<file path="config.mk">
export PLATFORM = sky130hd
export DESIGN_NAME = uartLink
export DESIGN_NICKNAME = d
export VERILOG_FILES = /design/src/logic/uart_pkg.sv /design/src/logic/lineCfgIf.sv /design/src/logic/baudGen.sv /design/src/logic/creditFifo.sv /design/src/logic/uartLink.sv /design/src/logic/uartRx.sv /design/src/logic/uartTx.sv
export VERILOG_INCLUDE_DIRS = /design/src /design/src/include
export SDC_FILE = /design/constraint.sdc
export NUM_CORES = 1
export LEC_CHECK = 0
export BUFFER_PORTS_ARGS = -buffer_cell sky130_fd_sc_hd__buf_2
export CORE_MARGIN = 2
export CORE_UTILIZATION = 42
export CTS_CLUSTER_DIAMETER = 150
export CTS_CLUSTER_SIZE = 12
export DETAILED_ROUTE_END_ITERATION = 7
export PLACE_DENSITY_LB_ADDON = 0.05
export SYNTH_ARGS = -nofsm -noshare
export SYNTH_HDL_FRONTEND = slang
export SYNTH_SLANG_ARGS = --single-unit
</file>
<file path="constraint.sdc">
create_clock -name clk -period 4.9 [get_ports clk]
set_clock_uncertainty 0.1 [all_clocks]
set_input_delay 0.98 -clock clk [delete_from_list [all_inputs] [get_ports clk]]
set_output_delay 0.98 -clock clk [all_outputs]
set_load 0.02 [all_outputs]
</file>
<file path="src/include/uart_macros.svh">
`ifndef UART_MACROS_SVH
`define UART_MACROS_SVH

// Slots in each credit FIFO
`define UART_FIFO_DEPTH 4

// Clock cycles per baud tick
// Kept small so simulation stays short
`define UART_BAUD_DIV 4

// Baud ticks per serial bit
`define UART_OVERSAMPLE 16

// Width of the per-bit tick counter
// Must hold UART_OVERSAMPLE - 1
`define UART_BIT_CNT_W 4

`endif

</file>
<file path="src/logic/uart_pkg.sv">
package uart_pkg;

   // Character length, encoded as length minus five
   typedef enum logic [1:0] {
      len5 = 2'd0,
      len6 = 2'd1,
      len7 = 2'd2,
      len8 = 2'd3
   } charLen_t;

   // Parity mode
   typedef enum logic [1:0] {
      parNone = 2'd0,
      parEven = 2'd1,
      parOdd  = 2'd2
   } parity_t;

   // Stop bit count
   typedef enum logic {
      stopOne = 1'b0,
      stopTwo = 1'b1
   } stopBits_t;

   // One received character, data zero above the active length
   typedef struct packed {
      logic [7:0] data;
      logic       parityErr;
      logic       frameErr;
   } rxChar_t;

endpackage

</file>
<file path="src/logic/lineCfgIf.sv">
`timescale 1ns/1ns

interface lineCfgIf;
   import uart_pkg::*;

   // Shared 16x clock enable
   logic      tick;

   // Line format, static while the link is idle
   charLen_t  length;
   parity_t   parity;
   stopBits_t stop;

   // Tick source
   modport gen (output tick);

   // Serializer and deserializer both only look
   modport txSide (input tick, length, parity, stop);
   modport rxSide (input tick, length, parity, stop);

endinterface

</file>
<file path="src/logic/baudGen.sv">
`timescale 1ns/1ns
`include "uart_macros.svh"

module baudGen (
   input logic   clk,
   input logic   rstN,
   lineCfgIf.gen cfg
);

   // Wide enough for any divisor, including one
   localparam int DivW = $clog2(`UART_BAUD_DIV + 1);
   localparam logic [DivW-1:0] LastCnt = DivW'(`UART_BAUD_DIV - 1);

   logic [DivW-1:0] divCnt;

   // Free-running divider, tick on every wrap
   always_ff @(posedge clk or negedge rstN)
   begin
      if (!rstN)
      begin
         divCnt   <= '0;
         cfg.tick <= 1'b0;
      end
      else
      begin
         divCnt   <= (divCnt == LastCnt) ? '0 : divCnt + 1'b1;
         cfg.tick <= (divCnt == LastCnt);
      end
   end

endmodule

</file>
<file path="src/logic/creditFifo.sv">
`timescale 1ns/1ns
`include "uart_macros.svh"

module creditFifo #(
   parameter type T            = logic [7:0],
   parameter int  INIT_CREDITS = 1
) (
   input  logic clk,
   input  logic rstN,
   input  logic inValid,
   input  T     inData,
   output logic inCredit,
   output logic outValid,
   output T     outData,
   input  logic outCredit,
   output logic overrun
);

   localparam int Depth = `UART_FIFO_DEPTH;
   localparam int PtrW  = (Depth > 1) ? $clog2(Depth) : 1;
   localparam int CntW  = $clog2(Depth + 1);
   // Room for a host that grants well ahead
   localparam int CredW = 8;

   T                 mem [Depth];
   logic [PtrW-1:0]  wrPtr;
   logic [PtrW-1:0]  rdPtr;
   logic [CntW-1:0]  count;
   logic [CredW-1:0] credits;
   logic             full;
   logic             doPush;
   logic             doPop;

   assign full   = (count == CntW'(Depth));
   assign doPush = inValid && !full;
   // Issue only with both a word and a downstream credit
   assign doPop  = (count != '0) && (credits != '0);

   // Head word goes out in the pop cycle
   assign outValid = doPop;
   assign outData  = mem[rdPtr];

   // Storage
   always_ff @(posedge clk)
   begin
      if (doPush)
         mem[wrPtr] <= inData;
   end

   //////////////////////////////////////////////////////////////////////
   // Pointers, occupancy and credits
   //////////////////////////////////////////////////////////////////////

   always_ff @(posedge clk or negedge rstN)
   begin
      if (!rstN)
      begin
         wrPtr    <= '0;
         rdPtr    <= '0;
         count    <= '0;
         credits  <= CredW'(INIT_CREDITS);
         inCredit <= 1'b0;
         overrun  <= 1'b0;
      end
      else
      begin
         if (doPush)
            wrPtr <= (wrPtr == PtrW'(Depth - 1)) ? '0 : wrPtr + 1'b1;
         if (doPop)
            rdPtr <= (rdPtr == PtrW'(Depth - 1)) ? '0 : rdPtr + 1'b1;
         count    <= count + CntW'(doPush) - CntW'(doPop);
         credits  <= credits + CredW'(outCredit) - CredW'(doPop);
         // One credit upstream per freed slot
         inCredit <= doPop;
         // Word dropped, buffer full
         overrun  <= inValid && full;
      end
   end

   // Returned credits never wrap the counter
   assert property (@(posedge clk) disable iff (!rstN)
      outCredit && !doPop |-> credits != '1)
      else $error("creditFifo credit counter overflowed");

endmodule

</file>
<file path="src/logic/uartLink.sv">
`timescale 1ns/1ns

module uartLink (
   input  logic                clk,
   input  logic                rstN,
   input  uart_pkg::charLen_t  cfgLength,
   input  uart_pkg::parity_t   cfgParity,
   input  uart_pkg::stopBits_t cfgStop,
   input  logic                txValid,
   input  logic [7:0]          txData,
   output logic                txCredit,
   output logic                txd,
   input  logic                rxd,
   output logic                rxValid,
   output logic [7:0]          rxData,
   output logic                rxParityErr,
   output logic                rxFrameErr,
   input  logic                rxCredit,
   output logic                rxOverrun
);
   import uart_pkg::*;

   logic       txLoad;
   logic [7:0] txWord;
   logic       txFree;
   logic       rxCharValid;
   rxChar_t    rxChar;
   rxChar_t    rxHead;

   // Tick and line format shared by both directions
   lineCfgIf cfg ();
   assign cfg.length = cfgLength;
   assign cfg.parity = cfgParity;
   assign cfg.stop   = cfgStop;

   baudGen uBaud (.clk, .rstN, .cfg(cfg.gen));

   //////////////////////////////////////////////////////////////////////
   // Transmit path
   //////////////////////////////////////////////////////////////////////

   // Serializer is unbuffered, one credit
   creditFifo #(.T(logic [7:0]), .INIT_CREDITS(1)) uTxFifo (
      .clk, .rstN,
      .inValid(txValid), .inData(txData), .inCredit(txCredit),
      .outValid(txLoad), .outData(txWord), .outCredit(txFree),
      .overrun()
   );

   uartTx uTx (
      .clk, .rstN, .cfg(cfg.txSide),
      .load(txLoad), .data(txWord), .credit(txFree), .txd
   );

   //////////////////////////////////////////////////////////////////////
   // Receive path
   //////////////////////////////////////////////////////////////////////

   uartRx uRx (
      .clk, .rstN, .cfg(cfg.rxSide),
      .rxd, .charValid(rxCharValid), .charOut(rxChar)
   );

   // Host grants every delivery, none at reset
   creditFifo #(.T(rxChar_t), .INIT_CREDITS(0)) uRxFifo (
      .clk, .rstN,
      .inValid(rxCharValid), .inData(rxChar), .inCredit(),
      .outValid(rxValid), .outData(rxHead), .outCredit(rxCredit),
      .overrun(rxOverrun)
   );

   assign rxData      = rxHead.data;
   assign rxParityErr = rxHead.parityErr;
   assign rxFrameErr  = rxHead.frameErr;

endmodule

</file>
<file path="src/logic/uartRx.sv">
`timescale 1ns/1ns
`include "uart_macros.svh"

module uartRx (
   input  logic              clk,
   input  logic              rstN,
   lineCfgIf.rxSide          cfg,
   input  logic              rxd,
   output logic              charValid,
   output uart_pkg::rxChar_t charOut
);
   import uart_pkg::*;

   localparam int BitCntW = `UART_BIT_CNT_W;
   localparam logic [BitCntW-1:0] LastTick = BitCntW'(`UART_OVERSAMPLE - 1);
   localparam logic [BitCntW-1:0] HalfTick = BitCntW'(`UART_OVERSAMPLE / 2 - 1);

   typedef enum logic [2:0] {
      rHunt, rStart, rData, rParity, rStop
   } rxState_t;

   rxState_t           state;
   logic [1:0]         rxSync;
   logic               rxS;
   logic               rxPrev;
   logic               fallEdge;
   logic [BitCntW-1:0] tickCnt;
   logic               sampleNow;
   logic [2:0]         bitIdx;
   logic [2:0]         lastIdx;
   logic [7:0]         shReg;
   logic               parBit;

   assign rxS       = rxSync[1];
   assign fallEdge  = rxPrev && !rxS;
   assign lastIdx   = 3'd4 + 3'(cfg.length);
   // Middle of the current bit
   assign sampleNow = cfg.tick && (tickCnt == '0) && (state != rHunt);

   //////////////////////////////////////////////////////////////////////
   // Synchronizer, edge detect, sample timing
   //////////////////////////////////////////////////////////////////////

   always_ff @(posedge clk or negedge rstN)
   begin
      if (!rstN)
      begin
         rxSync    <= 2'b11;
         rxPrev    <= 1'b1;
         tickCnt   <= '0;
         state     <= rHunt;
         bitIdx    <= '0;
         charValid <= 1'b0;
      end
      else
      begin
         rxSync <= {rxSync[0], rxd};
         rxPrev <= rxS;
         // Half a bit to the start-bit middle, then whole bits
         if (state == rHunt)
            tickCnt <= HalfTick;
         else if (cfg.tick)
            tickCnt <= (tickCnt == '0) ? LastTick : tickCnt - 1'b1;
         case (state)
            rHunt:
               if (fallEdge)
                  state <= rStart;
            // Glitch shorter than half a bit goes back to hunting
            rStart:
               if (sampleNow)
               begin
                  bitIdx <= '0;
                  state  <= rxS ? rHunt : rData;
               end
            rData:
               if (sampleNow)
               begin
                  bitIdx <= bitIdx + 1'b1;
                  if (bitIdx == lastIdx)
                     state <= (cfg.parity == parNone) ? rStop : rParity;
               end
            rParity:
               if (sampleNow)
                  state <= rStop;
            // Only the first stop bit is checked
            rStop:
               if (sampleNow)
                  state <= rHunt;
            default:
               state <= rHunt;
         endcase
         charValid <= (state == rStop) && sampleNow;
      end
   end

   // Character assembly
   always_ff @(posedge clk)
   begin
      if (state == rStart && sampleNow)
         shReg <= '0;
      if (state == rData && sampleNow)
         shReg[bitIdx] <= rxS;
      if (state == rParity && sampleNow)
         parBit <= rxS;
      if (state == rStop && sampleNow)
      begin
         charOut.data      <= shReg;
         // Received parity against the recomputed one
         charOut.parityErr <= (cfg.parity != parNone) &&
                              (parBit ^ (^shReg) ^ (cfg.parity == parOdd));
         charOut.frameErr  <= !rxS;
      end
   end

   // Start bit is confirmed within half a bit of its edge
   assert property (@(posedge clk) disable iff (!rstN)
      (state == rStart) |-> (tickCnt <= HalfTick))
      else $error("uartRx start-bit counter ran past the half-bit point");

endmodule

</file>
<file path="src/logic/uartTx.sv">
`timescale 1ns/1ns
`include "uart_macros.svh"

module uartTx (
   input  logic     clk,
   input  logic     rstN,
   lineCfgIf.txSide cfg,
   input  logic     load,
   input  logic [7:0] data,
   output logic     credit,
   output logic     txd
);
   import uart_pkg::*;

   localparam int BitCntW = `UART_BIT_CNT_W;
   localparam logic [BitCntW-1:0] LastTick = BitCntW'(`UART_OVERSAMPLE - 1);

   typedef enum logic [2:0] {
      sIdle, sSync, sStart, sData, sParity, sStop1, sStop2, sDone
   } txState_t;

   txState_t           state;
   logic [BitCntW-1:0] tickCnt;
   logic [2:0]         bitIdx;
   logic [2:0]         lastIdx;
   logic [7:0]         txReg;
   logic [7:0]         lenMask;
   logic               bitEnd;
   logic               parBit;

   // Active data bits only
   assign lenMask = 8'hFF >> (2'd3 - 2'(cfg.length));
   assign lastIdx = 3'd4 + 3'(cfg.length);
   assign bitEnd  = cfg.tick && (tickCnt == '0);
   // Even parity over the masked byte, flipped for odd
   assign parBit  = (^txReg) ^ (cfg.parity == parOdd);

   // Character register, loaded once per character
   always_ff @(posedge clk)
   begin
      if (load && state == sIdle)
         txReg <= data & lenMask;
   end

   //////////////////////////////////////////////////////////////////////
   // Bit sequencer
   //////////////////////////////////////////////////////////////////////

   always_ff @(posedge clk or negedge rstN)
   begin
      if (!rstN)
      begin
         state   <= sIdle;
         tickCnt <= '0;
         bitIdx  <= '0;
      end
      else
      begin
         // 16 ticks per bit, reloaded at each bit boundary
         if (cfg.tick)
            tickCnt <= (state == sSync || tickCnt == '0) ? LastTick : tickCnt - 1'b1;
         case (state)
            sIdle:
               if (load)
                  state <= sSync;
            // Align to the tick phase
            sSync:
               if (cfg.tick)
                  state <= sStart;
            sStart:
               if (bitEnd)
               begin
                  bitIdx <= '0;
                  state  <= sData;
               end
            sData:
               if (bitEnd)
               begin
                  bitIdx <= bitIdx + 1'b1;
                  if (bitIdx == lastIdx)
                     state <= (cfg.parity == parNone) ? sStop1 : sParity;
               end
            sParity:
               if (bitEnd)
                  state <= sStop1;
            sStop1:
               if (bitEnd)
                  state <= (cfg.stop == stopTwo) ? sStop2 : sDone;
            sStop2:
               if (bitEnd)
                  state <= sDone;
            default:
               state <= sIdle;
         endcase
      end
   end

   // Line level per state, idle high
   always_comb
   begin
      case (state)
         sStart:  txd = 1'b0;
         sData:   txd = txReg[bitIdx];
         sParity: txd = parBit;
         default: txd = 1'b1;
      endcase
   end

   // Slot is free again
   assign credit = (state == sDone);

   // FIFO holds one credit, so it never loads a busy serializer
   assert property (@(posedge clk) disable iff (!rstN) load |-> state == sIdle)
      else $error("uartTx loaded while a character is in flight");

endmodule

</file>
# Yosys cells after proc, flatten, opt, wreduce, memory -nomap -nowiden
# Memories as Yosys holds them, arrays and structs flattened.
# Cells that the tools add are included.
# Widths: inputs -> output; s select.
# totals
ram_bits	72
in_bits	18
ff_bits	87
out_inout_bits	14
word_cells	177
memories	2
# classes
magnitude_cmp	3
n_eq_ne	35
shift	1
n_bitwise	4
addsub	19
n_mux	46
reduce_logical	40
# memory_table
name	words	width	rd	rd_clocked_by_memory_dff	wr	line_no	rtl
uRxFifo.mem	4	10	1	0	1	creditFifo.sv:25	T mem [Depth];
uTxFifo.mem	4	8	1	0	1	creditFifo.sv:25	
# ops
cell	count
$mux 3	19
$ne 2x1->1 const B	13
$eq 3x3->1 const B	7
$pmux 3 s7	1
$add 8x1->8	2
$logic_and 1x1->1	16
$mux 4	4
$mux 8	2
$reduce_bool 8->1	2
$reduce_xor 8->1	2
$sub 8x1->8	2
$eq 3x2->1 const B	5
$pmux 3 s5	1
$pmux 3 s2	2
$eq 2x2->1 const B	5
$mux 2	5
$add 3x1->3 const B	3
$reduce_bool 3->1	3
$add 2x1->2 const B	4
$and 8x8->8	1
$bwmux 8	1
$logic_not 4->1	2
$lt 3x4->1 const B	2
$mux 1	8
22 further kinds	36

# Longest topological paths before layout
# depth
ltp_word	7
depth_mapped	13
mapped_depth_nobuf	13

# Hierarchy
# Synthesis repeated with hierarchy kept, for this count alone.
# unflattened
cells_unflattened	535
area_unflattened_um2	7556.0
# by_module_without_submodules
mod	n_inst	seq_area_each_um2	area_each_um2	cells_per_inst
creditFifo at uRxFifo	1	1626.6	2552.4	153
creditFifo at uTxFifo	1	1387.6	2255.9	144
uartRx	1	844.6	1551.5	135
uartTx	1	490.5	1048.5	94
baudGen	1	100.1	147.6	9

# Least setup slack after synthesis
# Ideal clock, no wire load.
# synth_path
path_kind	input to output
from	input port cfgParity[0]
to	output port txd
required_time_ns	3.820
arrival_time_ns	1.920
setup_slack_ns	1.900
n_path_buf	0
path_stages	5
cell_sequence	nand2b_1 -> xnor2_1 -> xnor2_1 -> a21oi_1 -> a2bb2oi_1
# synth_between
elab_chain_cells	3
# synth_lines
element	line_no	rtl
from (decl)	uartLink.sv:7	input uart_pkg::parity_t cfgParity,
$eq 2x2->1	uartTx.sv:36	assign parBit = (^txReg) ^ (cfg.parity == parOdd);
$xor 1x1->1	uartTx.sv:36	
$pmux 1 s3	uartTx.sv:101	case (state)
to (decl)	uartLink.sv:12	output logic txd,
# Every way passes these cells.

# Worst setup path after layout
# layout_path
from	register uTx.txReg[6]
to	output port txd
# layout_between
elab_chain_cells	3
elab_cells_between_ends	5
classes_between	3 x mux; 1 x bitwise; 1 x reduce/logical
# layout_lines
element	line_no	rtl
from (decl)	uartTx.sv:26	logic [7:0] txReg;
from (signal assigned)	uartTx.sv:42	txReg <= data & lenMask;
$bmux 1 s3 or $reduce_xor 8->1 (tied branches)	uartTx.sv:103, uartTx.sv:36	
$mux 1 (implied by the code) or $xor 1x1->1 (tied branches)	uartTx.sv:103, uartTx.sv:36	
$pmux 1 s3 (*)	uartTx.sv:101	
# Every way passes the cells marked *; elsewhere a longest branch is shown, timed or not. The select of a mux whose other input is x is not followed.

==> flow_summary.toml <==
[grt]
grtUsageTotal_pct = 14.4
grt_pass1_vias = 4113
grt_remaining_overflow = 0
grt_antenna_before_repair = 0
grt_pass1_wl_um = 20400
grt_max_degree = 34

[clocking]
clockBufferDepth = 2
root_buffer = "clkbuf_16"
cts_made_buffers = 17
cts.sinks = 159
clk_latency_ns = 0.42
ctsResizeCount = 0
htreeDepth = 4
cts_tree = "yes"
holdBufCountCts = 0
cts.clk_slew.worst_paths_ns = 0.06
cts_setup_buffers = 0

[floorplan]
initial_core_util_pct = 43.3
die_area_um2 = 18300
rows = 47
die-width_um = 135
die_h_um = 135
core_um2 = 16700
ios = 32

[detailed_routing]
wl_per_cell_um = 14.8
firstDrtPassIters = 4
wl_met2_um = 5940
met1Wirelength_um = 5280
routed_wl_um = 11700
top_layer_used = "met4"
vias = 3980
drt-initial-drc-count = 116
post-route-drc-count = 0
routed_via_density = 5.01
ant_nets = 0
route.met3.wl_um = 331

[worst_setup_path]
cp_data_required_time_ns = 3.82
endpoint_kind = "output pin"
cp_max_fo = 2
worstSetupStartpointType = "register"
crit_type = "register to output pin"
cp.arrival_ns = 2.25

[placement]
place.port_buffers = 31
dp_hpwl_um = 8180
pre_cts_ws_ns = 1.58
gp_congestion = 0.764

[cells_and_area]
nets = 623
n_antenna_cell = 0
synthToLayoutAreaGrowth_pct = 13.0
drive_above_1_share_pct = 16.2

[power]
clkPwrFrac_pct = 32.7
pwr-share-seq_pct = 46.1
p_sw_share_pct = 30.0
p_comb_share_pct = 21.2
p_int_mw = 2.70
max-vdd-ir-drop_uv = 294
leakage_nw = 3.29
power.switching_mw = 1.15
power_density_nw_per_um2 = 472

[logic_synthesis]
avgSynthCellArea_um2 = 13.8
synth_top_cell_by_area = "edfxtp_1"
synth.area.top_cells = "edfxtp_1 (38%), dfrtp_1 (19%), ha_1 (6.9%), mux4_2 (5.9%), xnor2_1 (2.3%)"
synth_edf_count = 91
syn_inst = 524
yosys_warnings = 0
synthFlopType = "edfxtp_1"
synth-seq-cells = 159
synth_area_um2 = 7230
synth_top_cell_area_share_pct = 37.8
ys_types = 58
synthesis.nets = 586
async_flop_share_pct = 37.7
synth-seq-area-share_pct = 60.9

[sta]
tns_ns = 0
fin_ws_ns = 1.57
timing.fmax_ghz = 0.300
report.final.hold_viol_count = 0
period_minus_slack_ns = 3.33
setup_violations = 0
rsz0062_at_grt = "false"
final_max_slew_viol_count = 0
finalCritPeriodShare_pct = 67.9
worst_pin_slew_ns = 0.979
slew_headroom_pct = 34.5

[status]
status = "finished, final reports clean"

[worst_hold_path]
worst_hold_path_type = "register to register"

[job]
max_cap_viol_count = 0
==> critical path: stages (launching register included) <==
cell	delay, ns
edfxtp_1	0.41
xor2_1	0.19
xnor3_1	0.43
xnor2_1	0.16
a21oi_1	0.15
a2bb2oi_1	0.27
buf_2	0.22
==> per-layer routing <==
layer | track usage [%] | vias to the layer above
met1 | 17.5 | 1956
met5 | 0 | -
met3 | 3.59 | 13
met2 | 24.8 | 38
met4 | 5.56 | 0
li1 | - | 1973
==> cell usage in the layout (no fill, tap or decap), types with 4 or more instances in the layout <==
cell type   instances
inv_1              39
mux4_2             19
nor3_1              6
clkbuf_16          17
inv_6               5
fa_1                4
dfrtp_1            56
o21ai_0            27
a21oi_1            13
o21bai_1            4
and2_1              9
dfxtp_1             8
nand2_1            40
ha_1               40
dfstp_2             4
a21o_1              5
nor2_1             26
nand3_1             9
mux2i_1            10
clkinvlp_4          4
edfxtp_1           91
nor2b_1             6
a211oi_1            5
buf_2              31
xor2_1             15
xnor2_1            19
==> final cells by class <==
cell class | count | area (um^2)
clock inverters | 13 | 129
multi-input cells | 312 | 2620
fillers | 1480 | 8530
clock buffers | 19 | 433
flip-flops and latches | 159 | 4400
repair buffers | 32 | 163
inverters | 39 | 146
well taps | 220 | 275
==> final timing paths <==
| path | slack [ns] | to | start | depth (start not counted) |
|---|---|---|---|---|
| setup / recovery | 1.57 | txd | uTx.txReg[6] | 6 |
| hold / removal | 0.26 | uRx.rxSync[1] | uRx.rxSync[0] | 0 |
| setup reg to reg | 1.94 | uTxFifo.credits[6] | uTxFifo.credits[2] | 12 |
| hold reg to reg | 0.26 | uRx.rxSync[1] | uRx.rxSync[0] | 0 |
| max in group asynchronous | 3.27 | uTxFifo.credits[0] | rstN | 2 |
| min in group asynchronous | 0.49 | uRxFifo.credits[1] | rstN | 1 |
==> sequential cells by signal (all words and copies together) (netlist names), 2 cells and up <==
signal,cells
uRx.state,3
uTxFifo.wrPtr,2
uRxFifo.mem,40
uRxFifo.count,3
uTx.bitIdx,3
uRxFifo.wrPtr,2
uRxFifo.rdPtr,2
uTx.tickCnt,4
uRxFifo.credits,8
uTxFifo.mem,32
uRx.bitIdx,3
uTx.txReg,8
uTxFifo.credits,8
uTx.state,3
uBaud.divCnt,3
uTxFifo.rdPtr,2
uRx.shReg,8
uRx.rxSync,2
uTxFifo.count,3
uRx.charOut,10
uRx.tickCnt,4
==> metrics by stage <==
stage / hold slack, ns / area (um^2) / cells / utilization [%] / total power [mW]
2_1_floorplan: 0.245 / 7230 / 524 / - / 2.43
5_1_grt: 0.271 / 8170 / 794 / 48.9 / 4.11
4_1_cts: 0.268 / 8170 / 794 / 48.9 / 3.91
3_3_place_gp: 0.251 / 7610 / 762 / 45.5 / 2.61
3_5_place_dp: 0.253 / 7610 / 762 / 45.5 / 2.64
6_report: 0.262 / 8170 / 794 / 48.9 / 3.85
==> cell families after synthesis <==
logic type,synth area share (%)
AO/OA/AOI/OAI,6.56
XOR/XNOR,4.74
adder cells (fa/ha/maj),8.03
buffers and inverters,2.86
flip-flops,60.9
multiplexers,7.93
AND/OR/NAND/NOR,9.02
==> cells in the mapped netlist (all sizes together) (4+ instances only) <==
cell type,number
a211oi,5
o21bai,4
mux2,4
nor3,6
inv,39
and2,9
mux2i,10
buf,4
fa,4
dfrtp,56
dfstp,4
a21oi,13
xor2,15
nor2,26
nor2b,6
nand2,40
o21ai,27
clkbuf,10
mux4,19
xnor2,19
nand3,9
edfxtp,91
ha,40
a21o,5
dfxtp,8
==> power by group through the flow <==
stage / registers [mW] / clock network [mW] / logic, mW
final: 1.78 / 1.26 / 0.817
after global routing: 1.81 / 1.35 / 0.949
after CTS: 1.78 / 1.29 / 0.835
after detailed placement: 1.81 / 0 / 0.834
after global placement: 1.80 / 0 / 0.812
after floorplan: 1.70 / 0 / 0.726
Note: power is estimated with default switching activity, not from simulation.
